$ cat config.mk
export PLATFORM = sky130hd
export DESIGN_NAME = blast_top
export DESIGN_NICKNAME = d
export VERILOG_FILES = /design/src/blast_pkg.sv /design/src/blast_ctrl_fsm.sv /design/src/blast_top.sv /design/src/mem_port.sv /design/src/query_loader.sv /design/src/subject_loader.sv
export SDC_FILE = /design/constraint.sdc
export NUM_CORES = 2
export LEC_CHECK = 0
export BUFFER_PORTS_ARGS = -buffer_cell sky130_fd_sc_hd__buf_4
export CAP_MARGIN = 20
export CORE_MARGIN = 3
export CORE_UTILIZATION = 55
export CTS_CLUSTER_DIAMETER = 50
export CTS_CLUSTER_SIZE = 16
export DETAILED_ROUTE_END_ITERATION = 10
export HOLD_SLACK_MARGIN = 0.08
export PLACE_DENSITY = 0.85
export SETUP_SLACK_MARGIN = 0.2
export SLEW_MARGIN = 20
export SYNTH_ARGS = -nofsm -noshare
export SYNTH_HDL_FRONTEND = slang
export SYNTH_HIERARCHICAL = 1
export SYNTH_SLANG_ARGS = --single-unit
$ cat constraint.sdc
create_clock -name clk -period 16 [get_ports clk]
set_input_delay 3.2 -clock clk [delete_from_list [all_inputs] [get_ports clk]]
set_output_delay 3.2 -clock clk [all_outputs]
set_load 0.1 [all_outputs]
$ cat src/blast_pkg.sv
package blast_pkg;

   // memory word and address widths
   localparam int MEM_DATA_W = 64;
   localparam int MEM_ADDR_W = 14;

   // character and hit record field widths
   localparam int CHAR_W      = 3;
   localparam int HIT_FIELD_W = 8;

   // buffer depth and stream lengths
   localparam int BUF_WORDS     = 6;
   localparam int QUERY_CHARS   = 128;
   localparam int SUBJECT_CHARS = 64;
   localparam int REFILL_WORDS  = 3;
   localparam int HIT_WINDOW    = 64;

   typedef enum logic [2:0] {
      IDLE,
      READ_QUERY,
      READ_SUBJECT,
      WRITE_HIT,
      WRITE_HEADER
   } ctrl_state_t;

   // host command codes
   typedef enum logic [7:0] {
      CMD_READ_QUERY   = 8'hAA,
      CMD_READ_SUBJECT = 8'hBB,
      CMD_FINISHED     = 8'hEE
   } app_cmd_t;

   // one character towards the seed array
   typedef struct packed {
      logic              valid;
      logic [CHAR_W-1:0] code;
   } char_strobe_t;

   // any non-zero field marks a found record
   typedef struct packed {
      logic [HIT_FIELD_W-1:0] q_addr;
      logic [HIT_FIELD_W-1:0] s_addr;
      logic [HIT_FIELD_W-1:0] length;
      logic [HIT_FIELD_W-1:0] score;
   } hit_record_t;

   typedef struct packed {
      logic [MEM_DATA_W/2-1:0] subject_id;
      logic [MEM_DATA_W/2-1:0] subject_length;
   } subject_header_t;

endpackage

$ cat src/blast_ctrl_fsm.sv
`timescale 1ns/1ps

module blast_ctrl_fsm (
   input  logic                       clk,
   input  logic                       reset,
   input  logic                       app_ready,
   input  logic [7:0]                 app_code,
   input  blast_pkg::subject_header_t hdr,
   output blast_pkg::ctrl_state_t     state,
   output logic                       rd_query,
   output logic                       rd_subject,
   output logic                       wr_hit,
   output logic                       wr_header,
   output logic                       first_pass,
   output logic                       array_reset
);

   blast_pkg::ctrl_state_t next_state;

   // read phase and hit window counters
   logic [2:0]  rd_cnt;
   logic [5:0]  win_cnt;
   logic [2:0]  rd_last_idx;
   logic        read_last;
   logic        window_last;
   logic        finished;
   logic        query_cmd;
   logic [31:0] subject_total;

   assign rd_query   = (state == blast_pkg::READ_QUERY);
   assign rd_subject = (state == blast_pkg::READ_SUBJECT);
   assign wr_hit     = (state == blast_pkg::WRITE_HIT);
   assign wr_header  = (state == blast_pkg::WRITE_HEADER);

   assign query_cmd = (state == blast_pkg::IDLE) && app_ready &&
                      (app_code == blast_pkg::CMD_READ_QUERY);

   // header word plus full buffer on the first pass, refill words afterwards
   always_comb begin
      if (rd_query) begin
         rd_last_idx = 3'(blast_pkg::BUF_WORDS - 1);
      end else if (first_pass) begin
         rd_last_idx = 3'(blast_pkg::BUF_WORDS);
      end else begin
         rd_last_idx = 3'(blast_pkg::REFILL_WORDS - 1);
      end
   end

   assign read_last   = (rd_query || rd_subject) && (rd_cnt == rd_last_idx);
   assign window_last = wr_hit && (win_cnt == 6'(blast_pkg::HIT_WINDOW - 1));
   assign finished    = (subject_total >= hdr.subject_length);

   always_comb begin
      next_state = state;
      case (state)
         blast_pkg::IDLE: begin
            if (app_ready) begin
               if (app_code == blast_pkg::CMD_READ_QUERY) begin
                  next_state = blast_pkg::READ_QUERY;
               end else if (app_code == blast_pkg::CMD_READ_SUBJECT) begin
                  next_state = blast_pkg::READ_SUBJECT;
               end
            end
         end
         blast_pkg::READ_QUERY: begin
            if (read_last) begin
               next_state = blast_pkg::IDLE;
            end
         end
         blast_pkg::READ_SUBJECT: begin
            if (read_last) begin
               next_state = blast_pkg::WRITE_HIT;
            end
         end
         blast_pkg::WRITE_HIT: begin
            if (window_last) begin
               next_state = finished ? blast_pkg::WRITE_HEADER : blast_pkg::READ_SUBJECT;
            end
         end
         blast_pkg::WRITE_HEADER: begin
            next_state = blast_pkg::IDLE;
         end
         default: begin
            next_state = blast_pkg::IDLE;
         end
      endcase
   end

   always_ff @(posedge clk) begin
      if (reset) begin
         state       <= blast_pkg::IDLE;
         rd_cnt      <= '0;
         win_cnt     <= '0;
         first_pass  <= 1'b1;
         array_reset <= 1'b0;
      end else begin
         state       <= next_state;
         array_reset <= query_cmd;

         if ((rd_query || rd_subject) && !read_last) begin
            rd_cnt <= rd_cnt + 3'd1;
         end else begin
            rd_cnt <= '0;
         end

         // wraps to zero at the end of each window
         if (wr_hit) begin
            win_cnt <= win_cnt + 6'd1;
         end else begin
            win_cnt <= '0;
         end

         if (state == blast_pkg::IDLE || wr_header) begin
            first_pass <= 1'b1;
         end else if (rd_subject && read_last) begin
            first_pass <= 1'b0;
         end
      end
   end

   // characters streamed so far for this subject
   always_ff @(posedge clk) begin
      if (reset || state == blast_pkg::IDLE || wr_header) begin
         subject_total <= '0;
      end else if (rd_subject && read_last) begin
         subject_total <= subject_total + 32'(blast_pkg::SUBJECT_CHARS);
      end
   end

endmodule

$ cat src/blast_top.sv
`timescale 1ns/1ps

module blast_top #(
   parameter int QUERY_BASE   = 0,
   parameter int SUBJECT_BASE = 12,
   parameter int HIT_BASE     = 16262
) (
   input  logic                    clk,
   input  logic                    reset,
   input  logic                    app_ready,
   input  logic [7:0]              app_code,
   input  logic [63:0]             memory_readdata,
   input  blast_pkg::hit_record_t  hit,
   output logic [13:0]             memory_address,
   output logic                    memory_write,
   output logic [63:0]             memory_writedata,
   output blast_pkg::char_strobe_t query_char,
   output blast_pkg::char_strobe_t subject_char,
   output logic                    hit_read,
   output logic                    array_reset,
   output logic [31:0]             subject_id,
   output logic [31:0]             subject_length
);

   // phase levels, one-hot
   logic rd_query;
   logic rd_subject;
   logic wr_hit;
   logic wr_header;
   logic first_pass;

   blast_pkg::subject_header_t hdr;

   assign hit_read       = wr_hit;
   assign subject_id     = hdr.subject_id;
   assign subject_length = hdr.subject_length;

   blast_ctrl_fsm u_fsm (
      .clk         (clk),
      .reset       (reset),
      .app_ready   (app_ready),
      .app_code    (app_code),
      .hdr         (hdr),
      .state       (),
      .rd_query    (rd_query),
      .rd_subject  (rd_subject),
      .wr_hit      (wr_hit),
      .wr_header   (wr_header),
      .first_pass  (first_pass),
      .array_reset (array_reset)
   );

   query_loader u_query (
      .clk             (clk),
      .reset           (reset),
      .rd_query        (rd_query),
      .memory_readdata (memory_readdata),
      .query_char      (query_char)
   );

   subject_loader u_subject (
      .clk             (clk),
      .reset           (reset),
      .rd_subject      (rd_subject),
      .first_pass      (first_pass),
      .memory_readdata (memory_readdata),
      .subject_char    (subject_char),
      .hdr             (hdr)
   );

   mem_port #(
      .QUERY_BASE   (QUERY_BASE),
      .SUBJECT_BASE (SUBJECT_BASE),
      .HIT_BASE     (HIT_BASE)
   ) u_mem (
      .clk              (clk),
      .reset            (reset),
      .rd_query         (rd_query),
      .rd_subject       (rd_subject),
      .wr_hit           (wr_hit),
      .wr_header        (wr_header),
      .hit              (hit),
      .hdr              (hdr),
      .memory_address   (memory_address),
      .memory_write     (memory_write),
      .memory_writedata (memory_writedata)
   );

endmodule

$ cat src/mem_port.sv
`timescale 1ns/1ps

module mem_port #(
   parameter int QUERY_BASE   = 0,
   parameter int SUBJECT_BASE = 12,
   parameter int HIT_BASE     = 16262
) (
   input  logic                       clk,
   input  logic                       reset,
   input  logic                       rd_query,
   input  logic                       rd_subject,
   input  logic                       wr_hit,
   input  logic                       wr_header,
   input  blast_pkg::hit_record_t     hit,
   input  blast_pkg::subject_header_t hdr,
   output logic [13:0]                memory_address,
   output logic                       memory_write,
   output logic [63:0]                memory_writedata
);

   localparam int AW = blast_pkg::MEM_ADDR_W;

   localparam logic [AW-1:0] QUERY_START   = AW'(QUERY_BASE);
   localparam logic [AW-1:0] SUBJECT_START = AW'(SUBJECT_BASE);
   localparam logic [AW-1:0] HEADER_ADDR   = AW'(HIT_BASE);
   // records go just above the header word
   localparam logic [AW-1:0] HIT_START     = AW'(HIT_BASE + 1);

   logic [AW-1:0] query_addr;
   logic [AW-1:0] subject_addr;
   logic [AW-1:0] hit_addr;
   logic [31:0]   hit_bytes;
   logic          idle;
   logic          found;

   assign idle  = !(rd_query || rd_subject || wr_hit || wr_header);
   assign found = |hit;

   always_ff @(posedge clk) begin
      if (reset || idle) begin
         query_addr   <= QUERY_START;
         subject_addr <= SUBJECT_START;
         hit_addr     <= HIT_START;
      end else begin
         if (rd_query) begin
            query_addr <= query_addr + 1'b1;
         end
         // continues across passes of the same subject
         if (rd_subject) begin
            subject_addr <= subject_addr + 1'b1;
         end
         if (wr_hit) begin
            if (hit_addr == '1) begin
               hit_addr <= HIT_START;
            end else begin
               hit_addr <= hit_addr + 1'b1;
            end
         end
      end
   end

   // 8 bytes per stored record
   always_ff @(posedge clk) begin
      if (reset || wr_header) begin
         hit_bytes <= '0;
      end else if (wr_hit && found) begin
         hit_bytes <= hit_bytes + 32'd8;
      end
   end

   always_comb begin
      if (rd_query) begin
         memory_address = query_addr;
      end else if (rd_subject) begin
         memory_address = subject_addr;
      end else if (wr_hit) begin
         memory_address = hit_addr;
      end else if (wr_header) begin
         memory_address = HEADER_ADDR;
      end else begin
         memory_address = '0;
      end
   end

   assign memory_write     = wr_header || (wr_hit && found);
   assign memory_writedata = wr_header ? {hdr.subject_id, hit_bytes} : {32'b0, hit};

endmodule

$ cat src/query_loader.sv
`timescale 1ns/1ps

module query_loader (
   input  logic                    clk,
   input  logic                    reset,
   input  logic                    rd_query,
   input  logic [63:0]             memory_readdata,
   output blast_pkg::char_strobe_t query_char
);

   localparam int BUF_W = blast_pkg::BUF_WORDS * blast_pkg::MEM_DATA_W;
   localparam int CNT_W = $clog2(blast_pkg::QUERY_CHARS + 1);

   logic [BUF_W-1:0] query_buf;
   logic [CNT_W-1:0] chars_left;
   logic             stream_on;

   // stream runs once the read phase is over
   assign stream_on  = !rd_query && (chars_left != '0);
   assign query_char = '{valid: stream_on, code: query_buf[blast_pkg::CHAR_W-1:0]};

   always_ff @(posedge clk) begin
      if (reset) begin
         chars_left <= '0;
      end else if (rd_query) begin
         chars_left <= CNT_W'(blast_pkg::QUERY_CHARS);
      end else if (stream_on) begin
         chars_left <= chars_left - 1'b1;
      end
   end

   // new words enter at the top, first word ends up lowest
   always_ff @(posedge clk) begin
      if (rd_query) begin
         query_buf <= {memory_readdata, query_buf[BUF_W-1:blast_pkg::MEM_DATA_W]};
      end else if (stream_on) begin
         query_buf <= query_buf >> blast_pkg::CHAR_W;
      end
   end

endmodule

$ cat src/subject_loader.sv
`timescale 1ns/1ps

module subject_loader (
   input  logic                       clk,
   input  logic                       reset,
   input  logic                       rd_subject,
   input  logic                       first_pass,
   input  logic [63:0]                memory_readdata,
   output blast_pkg::char_strobe_t    subject_char,
   output blast_pkg::subject_header_t hdr
);

   localparam int WORD_W = blast_pkg::MEM_DATA_W;
   localparam int BUF_W  = blast_pkg::BUF_WORDS * WORD_W;
   localparam int HALF_W = blast_pkg::REFILL_WORDS * WORD_W;
   localparam int CNT_W  = $clog2(blast_pkg::SUBJECT_CHARS + 1);

   logic [BUF_W-1:0] subj_buf;
   logic [CNT_W-1:0] chars_left;
   logic             rd_subject_q;
   logic             header_word;
   logic             stream_on;

   // header sits in the first word of a first pass
   assign header_word = rd_subject && first_pass && !rd_subject_q;

   assign stream_on    = !rd_subject && (chars_left != '0);
   assign subject_char = '{valid: stream_on, code: subj_buf[blast_pkg::CHAR_W-1:0]};

   always_ff @(posedge clk) begin
      if (reset) begin
         rd_subject_q <= 1'b0;
         chars_left   <= '0;
      end else begin
         rd_subject_q <= rd_subject;
         if (rd_subject) begin
            chars_left <= CNT_W'(blast_pkg::SUBJECT_CHARS);
         end else if (stream_on) begin
            chars_left <= chars_left - 1'b1;
         end
      end
   end

   // id in the upper half, length byte-swapped in the lower half
   always_ff @(posedge clk) begin
      if (header_word) begin
         hdr.subject_id     <= memory_readdata[63:32];
         hdr.subject_length <= {memory_readdata[7:0],
                                memory_readdata[15:8],
                                memory_readdata[23:16],
                                memory_readdata[31:24]};
      end
   end

   always_ff @(posedge clk) begin
      if (rd_subject && !header_word) begin
         if (first_pass) begin
            subj_buf <= {memory_readdata, subj_buf[BUF_W-1:WORD_W]};
         end else begin
            // lower half already holds the unconsumed words
            subj_buf[BUF_W-1:HALF_W] <= {memory_readdata, subj_buf[BUF_W-1:HALF_W+WORD_W]};
         end
      end else if (stream_on) begin
         subj_buf <= subj_buf >> blast_pkg::CHAR_W;
      end
   end

endmodule

==> results.py <==
metrics = {
    "outcome": {
        "status": "finished clean",
    },
    "global_routing": {
        "first_global_vias": 23000,
        "grt.overflow.total": 0,
        "grt_max_degree": 214,
        "grt_usage": 0.213,
        "antenna_found_initial": 14,
        "grt_pass1_wl_um": 130000,
    },
    "yosys": {
        "synth_warnings": 6,
        "syn-num-nets": 2753,
        "synth_top_area_frac": 0.599,
        "synth.most_common_cell": "edfxtp_1",
        "syn_area_per_cell_um2": 16.0,
        "synth-seq-cells": 959,
        "synthArstFlopShare": 0,
        "synth_cells": 2609,
        "synth_area_leaders": "edfxtp_1 (60%), mux2_2 (21%), dfxtp_1 (6.1%)",
        "ys_seq_area_frac": 0.660,
        "synthTopCellsByCount": "edfxtp_1 (832), mux2_2 (791), dfxtp_1 (127)",
        "netlist_area_um2": 41700,
        "yosys_most_used_dff": "edfxtp_1",
        "synth_top_area_cell": "edfxtp_1",
        "synth-edff-count": 832,
        "ys_types": 68,
    },
    "drt": {
        "drtIter0Drc": 2079,
        "postRouteAntennaNets": 0,
        "vias": 22900,
        "viasPerCell": 5.93,
        "wl_um": 85800,
        "wl_per_cell_um": 22.2,
        "drcViolationCount": 0,
        "dr.pass1.iters": 7,
    },
    "clocking": {
        "postCtsSetupRepairBufs": 0,
        "h-tree-depth": 3,
        "cts_hold_buf": 0,
        "clk_pin_slew_ns": 0.06,
        "cts_tree": "yes",
        "ctsResizeCount": 0,
        "clk_latency_ns": 0.64,
        "clkSinkCount": 959,
        "cts-root-buf": "clkbuf_16",
        "clockBufferDepth": 3,
        "cts_buffers": 82,
    },
    "setup_path": {
        "critPathLaunchType": "primary input",
        "required_ns": 12.80,
        "critPathBufInv": 2,
        "cp_max_fo": 12,
        "crit_type": "in2out",
        "cp_cell_sequence": "buf_4 -> nor4_1 -> nand4_1 -> o21ai_2 -> nand2b_1 -> buf_4",
        "cp_common_cell": "buf_4",
        "critical_path.top_delay_family": "simple AND/OR/NAND/NOR gates",
        "critPathSlowestCell": "nand4_1",
        "cp-end-kind": "output port",
        "cp_slowest_stage_delay_ns": 0.59,
        "arrival_ns": 5.17,
    },
    "cells_and_area": {
        "final_layout_size_suffix_gt1_frac": 0.425,
        "fin_nets": 2985,
        "syn_to_final_growth_pct": 12.9,
        "fin_cells": 3857,
    },
    "die": {
        "die_h_um": 281,
        "start_util": 0.558,
        "die-width_um": 281,
        "floorplan.rows": 100,
        "dieArea_um2": 79200,
        "core_um2": 74800,
        "ioPinCount": 260,
    },
    "timing": {
        "setup-tns-final_ns": 0,
        "final-setup-viol-count": 0,
        "slew_viol_final": 0,
        "finalCritPeriodShare": 0.523,
        "rsz0062_at_grt": "false",
        "hold_viol": 0,
        "worst_pin_slew_ns": 1.32,
        "clock.fmax_mhz": 119,
        "finalClockSkew_ns": 0.0270,
        "slew_headroom": 0.120,
        "min_period_ns": 8.37,
    },
    "power": {
        "irDropWorstVdd_uv": 296,
        "p_leak_nw": 16.8,
        "p_per_area_nw_per_um2": 233,
    },
    "hold_path": {
        "hold_class": "reg2reg",
    },
    "placement": {
        "hpwlAfterDp_um": 55200,
        "dp.cells": 3724,
        "port_buffers": 259,
        "place.gp.congestion": 0.876,
    },
    "run": {
        "cap_violations": 0,
    },
}
[final cells by class]
cell class                 count  area (um2)
inverter                      51         191
clock buffer                  89        2150
sequential                   959       27500
timing repair buffer         280        2200
fill                        5156       27700
tap                          969        1210
clock inverter                37         443
antenna                        5        12.5
multi-input combinational   1467       13400
[kinds of logic after synthesis]
logic type | count (synthesis) | share of synthesized area
multiplexers | 800 | 0.216
flip-flops | 959 | 0.660
buffers and inverters | 183 | 0.0216
AO/OA/AOI/OAI | 154 | 0.0225
adder cells (fa/ha/maj) | 37 | 0.0111
AND/OR/NAND/NOR | 403 | 0.0538
XOR/XNOR | 73 | 0.0153
[layer usage]
metal | up-vias | share of wire | GRT usage
li1 | 10400 | - | -
met3 | 157 | 0.073 | 0.0436
met1 | 11400 | 0.42 | 0.290
met5 | - | 0.00029 | 0
met2 | 875 | 0.48 | 0.348
met4 | 4 | 0.027 | 0.0645
[through the flow]
step	power [W]	worst slack [ns]	hold WS, ns	utilization	instance area (um2)
after floorplan	0.00873	0.694	0.430	-	41700
after global placement	0.00878	7.82	0.438	0.594	44400
after detailed placement	0.00899	7.76	0.465	0.594	44400
after CTS	0.0110	7.74	0.479	0.629	47000
after global routing	0.0115	7.52	0.501	0.630	47100
final	0.0110	7.63	0.478	0.630	47100
[cells in the final DEF (no fill, tap or decap), types with 12 or more instances in the layout]
master	netlist	final
nand4_1	24	24
nand3_1	30	30
dfxtp_1	127	127
inv_1	51	51
nor3_1	12	12
o21ai_0	41	39
or3_1	19	19
and3_1	14	14
edfxtp_1	832	832
a21oi_1	57	57
xor2_1	46	46
buf_4	45	271
and2_1	42	42
mux2_2	791	791
nor2b_1	12	12
nor2_1	104	102
clkbuf_16	0	85
ha_1	37	37
nor4_1	14	14
xnor2_1	27	27
nand2_1	68	67
[state kept, by name, indices dropped and copies added (netlist names), 3 cells and up]
register / cells
u_mem/hit_addr: 14
u_mem/hit_bytes: 29
u_subject/subj_buf: 384
u_query/query_buf: 384
u_fsm/win_cnt: 6
u_mem/query_addr: 14
u_fsm/state: 3
u_subject/hdr: 64
u_subject/chars_left: 7
u_fsm/subject_total: 26
u_fsm/rd_cnt: 3
u_query/chars_left: 8
u_mem/subject_addr: 14
[where the power goes]
| group | leakage, nW | switching, W | total [W] | internal, W |
|---|---|---|---|---|
| registers | 9.31 | 0.000623 | 0.00542 | 0.00480 |
| clock network | 1.25 | 0.000895 | 0.00196 | 0.00106 |
| logic | 6.24 | 0.00222 | 0.00359 | 0.00137 |
| total | 16.8 | 0.00374 | 0.0110 | 0.00724 |
[worst reg2reg max path, stage by stage (launching register included)]
cell and delay, ns:
dfxtp_1 0.51, nor3b_2 0.26, buf_4 0.67, inv_1 0.28
nand2_4 0.10, buf_6 0.58, buf_12 0.49, buf_16 0.50
buf_4 1.07
[worst paths after layout]
| kind | slack, ns | from | to | cells past startpoint |
|---|---|---|---|---|
| max | 7.63 | hit[27] | memory_write | 6 |
| min | 0.48 | u_fsm/win_cnt[0]$_SDFF_PP0_ | u_fsm/win_cnt[0]$_SDFF_PP0_ | 1 |
| max reg2reg | 11.10 | u_fsm/state[0]$_SDFFE_PP0P_ | u_query/query_buf[141]$_DFFE_PP_ | 8 |
| min reg2reg | 0.48 | u_fsm/win_cnt[0]$_SDFF_PP0_ | u_fsm/win_cnt[0]$_SDFF_PP0_ | 1 |
No activity file was read; power rests on OpenSTA's default activity.
